## config.mk

```make
export PLATFORM = sky130hd
export DESIGN_NAME = prngTop
export DESIGN_NICKNAME = d
export VERILOG_FILES = /design/src/common/prngPkg.sv /design/src/lfsrCipher/cipherRound.sv /design/src/lfsrCipher/lfsrCipher.sv /design/src/design/resultFifo.sv /design/src/design/regDecode.sv /design/src/design/prngTop.sv
export VERILOG_INCLUDE_DIRS = /design/src /design/src/common
export SDC_FILE = /design/constraint.sdc
export NUM_CORES = 1
export LEC_CHECK = 0
export ABC_AREA = 1
export ABC_CLOCK_PERIOD_IN_PS = 4500
export BUFFER_PORTS_ARGS = -buffer_cell sky130_fd_sc_hd__buf_2
export CORE_ASPECT_RATIO = 0.9
export CORE_MARGIN = 4
export CORE_UTILIZATION = 64
export DETAILED_ROUTE_END_ITERATION = 8
export PLACE_DENSITY = 0.82
export SYNTH_ARGS = -nofsm -noshare
export SYNTH_HDL_FRONTEND = slang
export SYNTH_SLANG_ARGS = --single-unit
```

## constraint.sdc

```tcl
create_clock -name clk_i -period 4.5 [get_ports clk_i]
set_input_delay 0.9 -clock clk_i [delete_from_list [all_inputs] [get_ports clk_i]]
set_output_delay 0.9 -clock clk_i [all_outputs]
set_load 0.05 [all_outputs]
```

## src/common/prng_consts.svh

```systemverilog
`ifndef PRNG_CONSTS_SVH
`define PRNG_CONSTS_SVH

//////////////////////////////////////////////////
// register map
//////////////////////////////////////////////////

// byte offsets on the 5-bit apb address

// bit 0 enable, bits 2:1 round count
`define PRNG_CTRL_ADDR   5'h00
// low half of the staged seed
`define PRNG_SEEDLO_ADDR 5'h04
// high half, writing it loads the seed
`define PRNG_SEEDHI_ADDR 5'h08
// bits 2:0 hold the queue fill level
`define PRNG_STATUS_ADDR 5'h0C
// each read pops one word
`define PRNG_DATA_ADDR   5'h10

//////////////////////////////////////////////////
// generator
//////////////////////////////////////////////////

// words held between generator and bus
`define PRNG_FIFO_DEPTH  4

// galois feedback taps for the 64-bit register
`define PRNG_LFSR_MASK   64'h80000000000019E2

// cipher rounds built into the datapath
`define PRNG_MAX_ROUNDS  3

`endif

```

## src/common/prngPkg.sv

```systemverilog
package prngPkg;

  //////////////////////////////////////////////////
  // apb bus
  //////////////////////////////////////////////////

  // request seen by the slave
  // setup is psel alone, access is psel with penable
  typedef struct packed {
    logic        psel;
    logic        penable;
    logic        pwrite;
    logic [4:0]  paddr;
    logic [31:0] pwdata;
  } apbReqT;

  // pready closes the access phase
  // pslverr and prdata are sampled on that same edge
  typedef struct packed {
    logic        pready;
    logic        pslverr;
    logic [31:0] prdata;
  } apbRspT;

  //////////////////////////////////////////////////
  // generator side
  //////////////////////////////////////////////////

  // one random word as it leaves the cipher
  typedef logic [31:0] randWordT;

  // configuration handed from the register block to the datapath
  typedef struct packed {
    logic        enable;
    logic [1:0]  rounds;
    logic        seedLoad;
    logic [63:0] seed;
  } genCfgT;

  // occupancy of the word queue
  typedef struct packed {
    logic [2:0] count;
    logic       empty;
    logic       full;
  } fifoStatT;

endpackage

```

## src/lfsrCipher/cipherRound.sv

```systemverilog
module cipherRound (
  input  logic [63:0] state_i,
  output logic [63:0] state_o
);

  // present s-box, indexed by the input nibble
  localparam logic [3:0] sBox [16] = '{
    4'hC, 4'h5, 4'h6, 4'hB,
    4'h9, 4'h0, 4'hA, 4'hD,
    4'h3, 4'hE, 4'hF, 4'h8,
    4'h4, 4'h7, 4'h1, 4'h2
  };

  logic [63:0] subst;

  //////////////////////////////////////////////////
  // substitution layer
  //////////////////////////////////////////////////

  // sixteen nibbles, each through the same box
  always_comb begin
    for (int n = 0; n < 16; n++) begin
      subst[4*n +: 4] = sBox[state_i[4*n +: 4]];
    end
  end

  //////////////////////////////////////////////////
  // permutation layer
  //////////////////////////////////////////////////

  // bit i moves to 16*i mod 63
  // bit 63 stays where it is
  always_comb begin
    state_o[63] = subst[63];
    for (int i = 0; i < 63; i++) begin
      state_o[(16 * i) % 63] = subst[i];
    end
  end

  // no key is mixed in, one round is only s-box and shuffle

endmodule

```

## src/lfsrCipher/lfsrCipher.sv

```systemverilog
`include "prng_consts.svh"

module lfsrCipher (
  input  logic              clk_i,
  input  logic              rst_ni,
  input  prngPkg::genCfgT   genCfg_i,
  input  logic              pushReady_i,
  output logic              pushValid_o,
  output prngPkg::randWordT word_o
);

  // galois shift, taps folded in when bit 0 falls out
  function automatic logic [63:0] galoisStep(logic [63:0] s);
    return (s >> 1) ^ ({64{s[0]}} & `PRNG_LFSR_MASK);
  endfunction

  // state stage, holds a stepped value not yet turned into a word
  logic [63:0]       state_q;
  logic [1:0]        stateRounds_q;
  logic              stateVld_q;

  // output stage
  logic              outVld_q;
  prngPkg::randWordT outWord_q;

  logic              outAdvance;
  logic              stateStep;
  logic [63:0]       roundState [`PRNG_MAX_ROUNDS+1];

  // output takes a new word when empty or when the queue accepts the old one
  assign outAdvance = genCfg_i.enable & (!outVld_q | pushReady_i);
  // state moves on once its value has been handed over
  assign stateStep  = genCfg_i.enable & (!stateVld_q | outAdvance);

  //////////////////////////////////////////////////
  // cipher chain
  //////////////////////////////////////////////////

  assign roundState[0] = state_q;

  for (genvar i = 0; i < `PRNG_MAX_ROUNDS; i++) begin : gRound
    cipherRound uRound (
      .state_i (roundState[i]),
      .state_o (roundState[i+1])
    );
  end

  //////////////////////////////////////////////////
  // state stage
  //////////////////////////////////////////////////

  // seed enters already stepped once so the first word is f(step(seed))
  // round count is captured together with each step
  always_ff @(posedge clk_i or negedge rst_ni) begin
    if (!rst_ni) begin
      state_q       <= '1;
      stateRounds_q <= '0;
      stateVld_q    <= 1'b0;
    end else if (genCfg_i.seedLoad) begin
      state_q       <= galoisStep(genCfg_i.seed);
      stateRounds_q <= genCfg_i.rounds;
      stateVld_q    <= 1'b1;
    end else if (stateStep) begin
      state_q       <= galoisStep(state_q);
      stateRounds_q <= genCfg_i.rounds;
      stateVld_q    <= 1'b1;
    end
  end

  //////////////////////////////////////////////////
  // output stage
  //////////////////////////////////////////////////

  // a seed load drops the held word of the old sequence
  always_ff @(posedge clk_i or negedge rst_ni) begin
    if (!rst_ni) begin
      outVld_q <= 1'b0;
    end else if (genCfg_i.seedLoad) begin
      outVld_q <= 1'b0;
    end else if (outAdvance) begin
      outVld_q <= stateVld_q;
    end
  end

  always_ff @(posedge clk_i) begin
    if (outAdvance) begin
      outWord_q <= roundState[stateRounds_q][31:0];
    end
  end

  // pipeline freezes while disabled
  assign pushValid_o = outVld_q & genCfg_i.enable;
  assign word_o      = outWord_q;

  stateNonZero: assert property (@(posedge clk_i) disable iff (!rst_ni)
    state_q != '0);

  // a stalled word waits unchanged for the queue
  wordHeld: assert property (@(posedge clk_i) disable iff (!rst_ni)
    outVld_q && !pushReady_i && !genCfg_i.seedLoad |=> outVld_q && $stable(outWord_q));

endmodule

```

## src/design/resultFifo.sv

```systemverilog
`include "prng_consts.svh"

module resultFifo (
  input  logic              clk_i,
  input  logic              rst_ni,
  input  logic              pushValid_i,
  input  prngPkg::randWordT pushWord_i,
  output logic              pushReady_o,
  input  logic              pop_i,
  input  logic              flush_i,
  output prngPkg::randWordT headWord_o,
  output prngPkg::fifoStatT stat_o
);

  localparam int unsigned PtrW = $clog2(`PRNG_FIFO_DEPTH);

  prngPkg::randWordT mem [`PRNG_FIFO_DEPTH];
  logic [PtrW-1:0]   wrPtr_q;
  logic [PtrW-1:0]   rdPtr_q;
  logic [2:0]        count_q;
  logic              push;
  logic              pop;

  assign stat_o.count = count_q;
  assign stat_o.empty = count_q == '0;
  assign stat_o.full  = count_q == 3'(`PRNG_FIFO_DEPTH);

  assign pushReady_o = !stat_o.full;
  assign push        = pushValid_i & pushReady_o;
  assign pop         = pop_i & !stat_o.empty;

  // head is read straight out of the buffer
  assign headWord_o  = mem[rdPtr_q];

  // pointers wrap on their own since depth is a power of two
  // flush beats a push or pop in the same cycle
  always_ff @(posedge clk_i or negedge rst_ni) begin
    if (!rst_ni) begin
      wrPtr_q <= '0;
      rdPtr_q <= '0;
      count_q <= '0;
    end else if (flush_i) begin
      wrPtr_q <= '0;
      rdPtr_q <= '0;
      count_q <= '0;
    end else begin
      if (push) begin
        wrPtr_q <= wrPtr_q + PtrW'(1);
      end
      if (pop) begin
        rdPtr_q <= rdPtr_q + PtrW'(1);
      end
      case ({push, pop})
        2'b10:   count_q <= count_q + 3'd1;
        2'b01:   count_q <= count_q - 3'd1;
        default: count_q <= count_q;
      endcase
    end
  end

  always_ff @(posedge clk_i) begin
    if (push) begin
      mem[wrPtr_q] <= pushWord_i;
    end
  end

  // full queue with no pop or flush takes nothing in
  noPushWhenFull: assert property (@(posedge clk_i) disable iff (!rst_ni)
    stat_o.full && !pop_i && !flush_i |=> stat_o.full && $stable(wrPtr_q));

  countInRange: assert property (@(posedge clk_i) disable iff (!rst_ni)
    count_q <= 3'(`PRNG_FIFO_DEPTH));

endmodule

```

## src/design/regDecode.sv

```systemverilog
`include "prng_consts.svh"

module regDecode (
  input  logic              clk_i,
  input  logic              rst_ni,
  input  prngPkg::apbReqT   apbReq_i,
  output prngPkg::apbRspT   apbRsp_o,
  output prngPkg::genCfgT   genCfg_o,
  input  prngPkg::fifoStatT fifoStat_i,
  input  prngPkg::randWordT headWord_i,
  output logic              pop_o,
  output logic              flush_o
);

  // ctrl register and staged seed half
  logic        enable_q;
  logic [1:0]  rounds_q;
  logic [31:0] seedLo_q;

  logic        access;
  logic        isCtrl;
  logic        isSeedLo;
  logic        isSeedHi;
  logic        isStatus;
  logic        isData;
  logic        badAddr;
  logic        dataRead;
  logic        stall;
  logic        wrDone;
  logic [63:0] seedNew;
  logic        seedZero;
  logic        seedAccept;

  //////////////////////////////////////////////////
  // address decode
  //////////////////////////////////////////////////

  assign access   = apbReq_i.psel & apbReq_i.penable;
  assign isCtrl   = apbReq_i.paddr == `PRNG_CTRL_ADDR;
  assign isSeedLo = apbReq_i.paddr == `PRNG_SEEDLO_ADDR;
  assign isSeedHi = apbReq_i.paddr == `PRNG_SEEDHI_ADDR;
  assign isStatus = apbReq_i.paddr == `PRNG_STATUS_ADDR;
  assign isData   = apbReq_i.paddr == `PRNG_DATA_ADDR;
  assign badAddr  = !(isCtrl | isSeedLo | isSeedHi | isStatus | isData);

  // data read waits only while a word can still arrive
  assign dataRead = access & isData & !apbReq_i.pwrite;
  assign stall    = dataRead & fifoStat_i.empty & enable_q;

  // writes always complete in the access cycle
  assign wrDone   = access & apbReq_i.pwrite;

  // full seed as it would be loaded by this seedhi write
  assign seedNew    = {apbReq_i.pwdata, seedLo_q};
  assign seedZero   = seedNew == '0;
  assign seedAccept = wrDone & isSeedHi & !seedZero;

  //////////////////////////////////////////////////
  // response
  //////////////////////////////////////////////////

  always_comb begin
    apbRsp_o.pready  = access & !stall;
    apbRsp_o.pslverr = 1'b0;
    apbRsp_o.prdata  = '0;
    if (access) begin
      if (badAddr) begin
        apbRsp_o.pslverr = 1'b1;
      end else if (apbReq_i.pwrite) begin
        // read-only registers and an all-zero seed are refused
        apbRsp_o.pslverr = isStatus | isData | (isSeedHi & seedZero);
      end else if (isCtrl) begin
        apbRsp_o.prdata = {29'b0, rounds_q, enable_q};
      end else if (isStatus) begin
        apbRsp_o.prdata = {29'b0, fifoStat_i.count};
      end else if (isData) begin
        if (!fifoStat_i.empty) begin
          apbRsp_o.prdata = headWord_i;
        end else begin
          // nothing queued and nothing coming
          apbRsp_o.pslverr = !enable_q;
        end
      end
      // seed halves read back as zero
    end
  end

  //////////////////////////////////////////////////
  // registers
  //////////////////////////////////////////////////

  always_ff @(posedge clk_i or negedge rst_ni) begin
    if (!rst_ni) begin
      enable_q <= 1'b0;
      rounds_q <= '0;
      seedLo_q <= '0;
    end else if (wrDone) begin
      if (isCtrl) begin
        enable_q <= apbReq_i.pwdata[0];
        rounds_q <= apbReq_i.pwdata[2:1];
      end
      if (isSeedLo) begin
        seedLo_q <= apbReq_i.pwdata;
      end
    end
  end

  // seed load is a one-cycle pulse since writes never wait
  assign genCfg_o.enable   = enable_q;
  assign genCfg_o.rounds   = rounds_q;
  assign genCfg_o.seedLoad = seedAccept;
  assign genCfg_o.seed     = seedNew;

  // pop on the completing data read edge only
  assign pop_o   = dataRead & apbRsp_o.pready & !apbRsp_o.pslverr;
  // a new seed throws away words of the old sequence
  assign flush_o = seedAccept;

  // the queue must never see a pop while it reports empty
  popNotEmpty: assert property (@(posedge clk_i) disable iff (!rst_ni)
    pop_o |-> !fifoStat_i.empty);

endmodule

```

## src/design/prngTop.sv

```systemverilog
module prngTop (
  input  logic            clk_i,
  input  logic            rst_ni,
  input  prngPkg::apbReqT apbReq_i,
  output prngPkg::apbRspT apbRsp_o
);

  // register block to datapath
  prngPkg::genCfgT   genCfg;

  // datapath to queue handshake
  logic              pushValid;
  logic              pushReady;
  prngPkg::randWordT pushWord;

  // queue back to the register block
  logic              pop;
  logic              flush;
  prngPkg::fifoStatT fifoStat;
  prngPkg::randWordT headWord;

  // apb slave, control register and data port
  regDecode uRegDecode (
    .clk_i      (clk_i),
    .rst_ni     (rst_ni),
    .apbReq_i   (apbReq_i),
    .apbRsp_o   (apbRsp_o),
    .genCfg_o   (genCfg),
    .fifoStat_i (fifoStat),
    .headWord_i (headWord),
    .pop_o      (pop),
    .flush_o    (flush)
  );

  // lfsr plus optional cipher rounds
  lfsrCipher uLfsrCipher (
    .clk_i       (clk_i),
    .rst_ni      (rst_ni),
    .genCfg_i    (genCfg),
    .pushReady_i (pushReady),
    .pushValid_o (pushValid),
    .word_o      (pushWord)
  );

  // words wait here until software reads them
  resultFifo uResultFifo (
    .clk_i       (clk_i),
    .rst_ni      (rst_ni),
    .pushValid_i (pushValid),
    .pushWord_i  (pushWord),
    .pushReady_o (pushReady),
    .pop_i       (pop),
    .flush_i     (flush),
    .headWord_o  (headWord),
    .stat_o      (fifoStat)
  );

endmodule

```

==> impl_metrics.json, run 1 <==
{
  "status": "finished clean",
  "hold_violations": 0,
  "rr_endpoint": "uLfsrCipher.word_o[14]",
  "max_cap_viol_count": 0,
  "post-cts-setup-buffer-count": 0,
  "totalWireLength_mm": 55.1,
  "yosysTopAreaCellShare_pct": 23.2,
  "portBuffers": 75,
  "start_kind": "flop",
  "cpLargestDelayFamily": "simple AND/OR/NAND/NOR gates",
  "ys_types": 52,
  "period_share_pct": 82.6,
  "critPathSlowestCell": "dfstp_2",
  "final_max_slew_viol_count": 0,
  "dieWidth_um": 197,
  "rows": 62,
  "tns_ps": 0,
  "grt_first_pass_wirelength_mm": 88.2,
  "start_util_pct": 64.8,
  "rsz0062_at_grt": "false",
  "rr_worst_depth": 21,
  "setup_viol_count_final": 0,
  "r2r_slack_ps": 790,
  "ys_ff_latch": 270,
  "worstSetupPathType": "flop to flop",
  "slowest_delay_ps": 690,
  "fin_crit_ps": 3710,
  "dp_hpwl_mm": 40.8,
  "route.detailed.drc": 0,
  "netlist_area_sq_um": 20700,
  "crit_arrival_ps": 4060,
  "grt_overflow": 0,
  "seq_area_frac_synth_pct": 36.9,
  "worst-path-stages": 21,
  "cts-root-buf": "clkbuf_16",
  "area_growth_pct": 6.83,
  "synth_top_family_by_area": "simple AND/OR/NAND/NOR gates",
  "cp_common_cell": "nand2_1",
  "die_h_um": 178,
  "skew_ps": 21.1,
  "crit_chain": "inv_2 > ha_1 > nand2_1 > o21ai_0 > o21ai_1 > inv_1 > ha_1 > inv_1 > nand2_2 > nand2_1 > nand2_1 > nand2_2 > inv_1 > ha_1 > or2_2 > nand2_1 > nand3b_1 > nand3_1 > nand2_1 > nand2_1 > nand2_1",
  "grt_use_total_pct": 31.0,
  "grt_pass1_vias": 17172,
  "initialDrtViolationCount": 1814,
  "synth_area_leaders": "edfxtp_1 23%, nand2_1 15%, ha_1 11%",
  "synth-async-reset-ratio_pct": 40.7,
  "hold_buffers": 0,
  "avgSynthCellArea_sq_um": 7.51,
  "rr_startpoint": "uLfsrCipher.state_q[0]",
  "layout-drive-gt1-share_pct": 14.1,
  "cts_tree": "yes",
  "slew_headroom_pct": 26.6,
  "viasPerCell": 5.76,
  "cp_data_required_time_ps": 4840,
  "synth_common_cells": "852 x nand2_1, 329 x inv_1, 196 x nand3_1, 188 x ha_1, 185 x o21ai_0",
  "detail_route.wl_per_cell_um": 17.1,
  "grt_max_degree": 114,
  "post_cts_resized": 0,
  "holdCritPathClass": "primary input to async pin",
  "fillers": 2630,
  "yosysWarnings": 0,
  "clock_sinks": 270,
  "drtPass1Iterations": 6,
  "io-pin-count": 76,
  "endpoint": "uLfsrCipher.word_o[14]",
  "synth.largest_area_cell": "edfxtp_1",
  "clk_pin_slew_ps": 60,
  "critPathBufInv": 4,
  "vias": 18523,
  "synth_edf_count": 160,
  "nNetsFinal": 3011,
  "synth-compound-area-share_pct": 13.9,
  "insertion_delay_ps": 590,
  "crit_fanout": 11,
  "cts_buffers": 29,
  "synth_xor_area_share_pct": 0.720,
  "muxShareOfSynthArea_pct": 0,
  "antenna_found_initial": 0,
  "tightest_slew_ps": 1100,
  "synth-main-ff-cell": "edfxtp_1",
  "synthSimpleGateAreaFrac_pct": 27.0,
  "cts_max_level": 1,
  "fmax_ghz": 0.269,
  "cts_max_path_buffers": 3,
  "coreArea_sq_um": 31900,
  "critPathLaunch": "uLfsrCipher.state_q[0]",
  "gp_congestion": 1.01,
  "synthAdderAreaFrac_pct": 11.5,
  "fp.dieArea_sq_um": 35200,
  "syn-num-nets": 2982,
  "ant_nets": 0,
  "cp-end-kind": "flop",
  "synthCells": 2751,
  "antenna_cells": 0,
  "synth_most_common_cell": "nand2_1"
}
[logic make-up after synthesis]
group	after synthesis
buffers and inverters	489
AOI/OAI and AO/OA	505
DFF	270
xor gates and xnor gates	17
and+or+nand+nor	1281
adders and majority gates	189
[registers in the layout (all words and copies together), names as in the netlist, 2 cells and up]
register,count
uResultFifo.mem,128
uLfsrCipher.state_q,64
uLfsrCipher.word_o,32
uRegDecode.seedLo_q,32
uResultFifo.count_q,3
uLfsrCipher.stateRounds_q,2
uRegDecode.rounds_q,2
uResultFifo.rdPtr_q,2
uResultFifo.wrPtr_q,2
[placed cells by master, fill, tap and decap left out, types with 6 or more instances in the layout]
| cell | n |
|---|---|
| a21oi_1 | 120 |
| a221oi_1 | 29 |
| buf_2 | 74 |
| buf_4 | 16 |
| clkbuf_16 | 29 |
| clkinv_1 | 7 |
| clkinv_2 | 6 |
| dfrtp_1 | 45 |
| dfstp_2 | 64 |
| edfxtp_1 | 160 |
| ha_1 | 188 |
| inv_1 | 329 |
| inv_2 | 58 |
| nand2_1 | 851 |
| nand2_2 | 49 |
| nand3_1 | 196 |
| nand3_2 | 16 |
| nand3b_1 | 20 |
| nand4_1 | 12 |
| nor2_1 | 69 |
| nor2_2 | 9 |
| nor4_1 | 17 |
| o211ai_1 | 24 |
| o21ai_0 | 185 |
| o21ai_1 | 104 |
| o21ai_2 | 25 |
| or2_1 | 11 |
| or2_2 | 16 |
| xnor2_1 | 14 |
[per-layer routing]
layer	up-vias	global-route usage [%]	part of all wire (%)
li1	9034	-	-
met1	8596	42.2	41
met2	766	51.1	46
met3	127	3.91	8.9
met4	0	11.7	3.9
met5	-	0	0
[area by class of cell]
class / instances / area, sq um / area share (%)
multi-input cells: 1992 / 11000 / 49.7
repair buffers: 93 / 551 / 2.49
well taps: 416 / 520 / 2.36
flip-flops and latches: 270 / 7640 / 34.6
inverters: 394 / 1490 / 6.75
clock inverters: 18 / 143 / 0.646
clock buffers: 35 / 758 / 3.43
[worst register-to-register path, stage by stage, from the launching register on]
cell and delay [ps]:
dfstp_2 690, inv_2 120, ha_1 350, nand2_1 90, o21ai_0 90, o21ai_1 410
inv_1 130, ha_1 330, inv_1 80, nand2_2 50, nand2_1 50, nand2_1 50
nand2_2 90, inv_1 70, ha_1 210, or2_2 290, nand2_1 70, nand3b_1 70
nand3_1 70, nand2_1 60, nand2_1 50, nand2_1 50
[how the worst min path moves through the flow]
stage / startpoint / endpoint / slack, ps
global route: rst_ni / uRegDecode.seedLo_q[6] / 470
detailed placement: uLfsrCipher.word_o[3] / uResultFifo.mem[2][3] / 480
CTS: rst_ni / uRegDecode.seedLo_q[6] / 430
floorplan: uLfsrCipher.word_o[0] / uResultFifo.mem[0][0] / 460
global placement: uLfsrCipher.word_o[3] / uResultFifo.mem[2][3] / 470
finish: rst_ni / uRegDecode.seedLo_q[6] / 410
[through the flow]
stage / setup slack (ps) / instance area (sq um) / utilization [%] / std cells / hold WS (ps)
2_1_floorplan: 670 / 20700 / - / 2751 / 459
3_3_place_gp: 930 / 21200 / 66.4 / 3165 / 466
3_5_place_dp: 828 / 21200 / 66.4 / 3165 / 482
4_1_cts: 804 / 22100 / 69.3 / 3218 / 429
5_1_grt: 497 / 22100 / 69.3 / 3218 / 471
6_report: 785 / 22100 / 69.3 / 3218 / 411
Power of run 1 is not shown: default switching activity piles up to over one toggle a cycle in this logic, so the estimate is an artifact.
==> run 2, diff against run 1 <==
ABC_AREA = 0   (was 1)
ABC_CLOCK_PERIOD_IN_PS = 3640   (was 4500)
clock period = 3.64 ns   (was 4.5 ns; I/O delays follow)
==> run 2 against run 1 <==
Hold slack got worse by 170 ps. Cell area fell by 1.2%. Non-clock buffer count rose by 93. First-iteration DRC count fell by 33%. Flip-flop and latch count did not move. Area after synthesis fell by 6.6%. Wire length fell by 11%. Worst setup slack got worse by 760 ps. Via count fell by 23%. Cell count fell by 29%. Critical path depth fell by 10. Synthesized cell count fell by 36%. Critical endpoint is now uLfsrCipher.word_o[5]. Highest routed layer is now met5.
==> impl_metrics.json, run 2 <==
{
  "status": "finished clean",
  "final_max_slew_viol_count": 0,
  "period_share_pct": 99.2,
  "clk_pin_slew_ps": 70,
  "gp_congestion": 0.979,
  "avgSynthCellArea_sq_um": 11.0,
  "slowest_delay_ps": 590,
  "endpoint": "uLfsrCipher.word_o[5]",
  "ys_types": 76,
  "grt_max_degree": 129,
  "synth_area_leaders": "edfxtp_1 25%, ha_1 12%, dfstp_2 8.7%",
  "antenna_cells": 0,
  "synthCells": 1759,
  "cts_max_level": 1,
  "max_cap_viol_count": 0,
  "area_growth_pct": 13.0,
  "portBuffers": 75,
  "crit_arrival_ps": 3890,
  "worstSetupPathType": "flop to flop",
  "dieWidth_um": 191,
  "critPathBufInv": 3,
  "setup_viol_count_final": 0,
  "cp-end-kind": "flop",
  "nNetsFinal": 2102,
  "cts-root-buf": "clkbuf_16",
  "detail_route.wl_per_cell_um": 21.4,
  "crit_chain": "inv_2 > ha_1 > mux4_2 > buf_6 > ha_1 > mux4_2 > ha_1 > inv_1 > mux2i_1 > mux2i_1 > mux4_2",
  "rr_startpoint": "uLfsrCipher.state_q[20]",
  "critPathLaunch": "uLfsrCipher.state_q[20]",
  "slew_headroom_pct": 33.4,
  "grt_first_pass_wirelength_mm": 74.9,
  "tightest_slew_ps": 999,
  "rr_endpoint": "uLfsrCipher.word_o[5]",
  "synth.largest_area_cell": "edfxtp_1",
  "hold_buffers": 0,
  "initialDrtViolationCount": 1207,
  "viasPerCell": 6.18,
  "dp_slack_ps": -108,
  "synth_most_common_cell": "ha_1",
  "rr_worst_depth": 11,
  "final_cell_mix": "184 x ha_1, 160 x edfxtp_1, 138 x mux2i_1, 126 x nand2_1, 122 x inv_1",
  "setup_ws_ps": 30.0,
  "synth_common_cells": "188 x ha_1, 160 x edfxtp_1, 141 x mux2i_1, 127 x nand2_1, 125 x inv_1",
  "clock_sinks": 270,
  "route.detailed.drc": 0,
  "grt_use_total_pct": 28.5,
  "io-pin-count": 76,
  "ys_ff_latch": 270,
  "start_util_pct": 64.8,
  "yosysTopAreaCellShare_pct": 24.9,
  "rows": 60,
  "synth-main-ff-cell": "edfxtp_1",
  "largest_reg_flops": 128,
  "cts_max_path_buffers": 3,
  "vias": 14188,
  "skew_ps": 11.8,
  "crit_fanout": 6,
  "holdCritPathClass": "primary input to async pin",
  "synth_edf_count": 160,
  "worst-path-stages": 11,
  "final_common_cell": "ha_1",
  "cts_tree": "yes",
  "insertion_delay_ps": 550,
  "drtPass1Iterations": 6,
  "fin_area_sq_um": 21800,
  "synth-async-reset-ratio_pct": 40.7,
  "grt_pass1_vias": 13535,
  "die_h_um": 173,
  "rsz0062_at_grt": "true",
  "antenna_found_initial": 1,
  "placed_area_sq_um": 20400,
  "start_kind": "flop",
  "fin_crit_ps": 3610,
  "seq_area_frac_synth_pct": 39.6,
  "r2r_slack_ps": 30,
  "dp_hpwl_mm": 35.4,
  "cp_data_required_time_ps": 3920,
  "top_regs": "uResultFifo.mem x128, uLfsrCipher.state_q x64",
  "coreArea_sq_um": 29800,
  "syn-num-nets": 1990,
  "cpLargestDelayFamily": "multiplexers",
  "critPathSlowestCell": "dfstp_2",
  "regMostFlops": "uResultFifo.mem",
  "yosysWarnings": 0,
  "fillers": 2011,
  "hold_violations": 0,
  "ant_nets": 0,
  "cts_buffers": 28,
  "fp.dieArea_sq_um": 33000,
  "netlist_area_sq_um": 19300,
  "grt_overflow": 0,
  "fmax_ghz": 0.277,
  "totalWireLength_mm": 49.0,
  "layout-drive-gt1-share_pct": 27.1
}
## run 2: cell types whose count changed after synthesis, sizes merged, moves of 20 or more
cell	before	now
nand3b	20	0
nor2	79	124
mux2i	0	146
a211oi	0	25
mux4	0	67
inv	391	132
nand2	905	128
mux2	0	70
and3	0	34
a21oi	122	92
a221oi	29	1
xnor2	14	42
o21ai	316	129
nand3	212	1
## run 2: final cells by class
cell class	instances	area [sq um]	share of cell area [%]
clock inverter	16	196	0.901
multi-input combinational	1253	10900	50.2
clock buffer	36	751	3.44
tap	403	504	2.31
sequential	270	7640	35.0
timing repair buffer	186	1280	5.87
inverter	132	495	2.27
## run 2: logic make-up after synthesis
| kind of cell | after synthesis | synth area share [%] |
|---|---|---|
| compound gates | 339 | 11.2 |
| xor+xnor | 63 | 2.86 |
| mux | 283 | 19.7 |
| simple gates | 377 | 9.17 |
| fa+ha+maj | 189 | 12.3 |
| buf+inv | 238 | 5.22 |
| flops | 270 | 39.6 |
## run 2: how the worst min path moves through the flow
stage	end	start
finish	uResultFifo.wrPtr_q[0]	rst_ni
global placement	uResultFifo.mem[2][27]	uLfsrCipher.word_o[27]
CTS	uResultFifo.rdPtr_q[1]	rst_ni
floorplan	uLfsrCipher.outVld_q	rst_ni
global route	uResultFifo.wrPtr_q[0]	rst_ni
detailed placement	uResultFifo.mem[3][2]	uLfsrCipher.word_o[2]
## run 2: repair_timing
item	4_1_cts	5_1_grt
endpoints found under the setup margin	5	20
resized for setup	6	39
setup buffers	1	20
endpoints found under the hold margin	0	0
pin swaps	0	4
gates cloned	0	2
## run 2: metrics by stage
stage                     std cells  TNS (ps)  hold slack (ps)  util (%)
after floorplan                1759         0              432         -
after global placement         2221         0              469      68.6
after detailed placement       2221      -209              489      68.6
after CTS                      2274         0              257      71.9
after global routing           2296      -326              283      73.2
final                          2296         0              243      73.2
## run 2: metal layers
metal,wire (um),GRT usage (%)
met1,20000,39.6
met3,4300,5.21
met2,23000,46.5
met5,8,0
met4,1710,8.08
Power of run 2 is left out for the same reason.
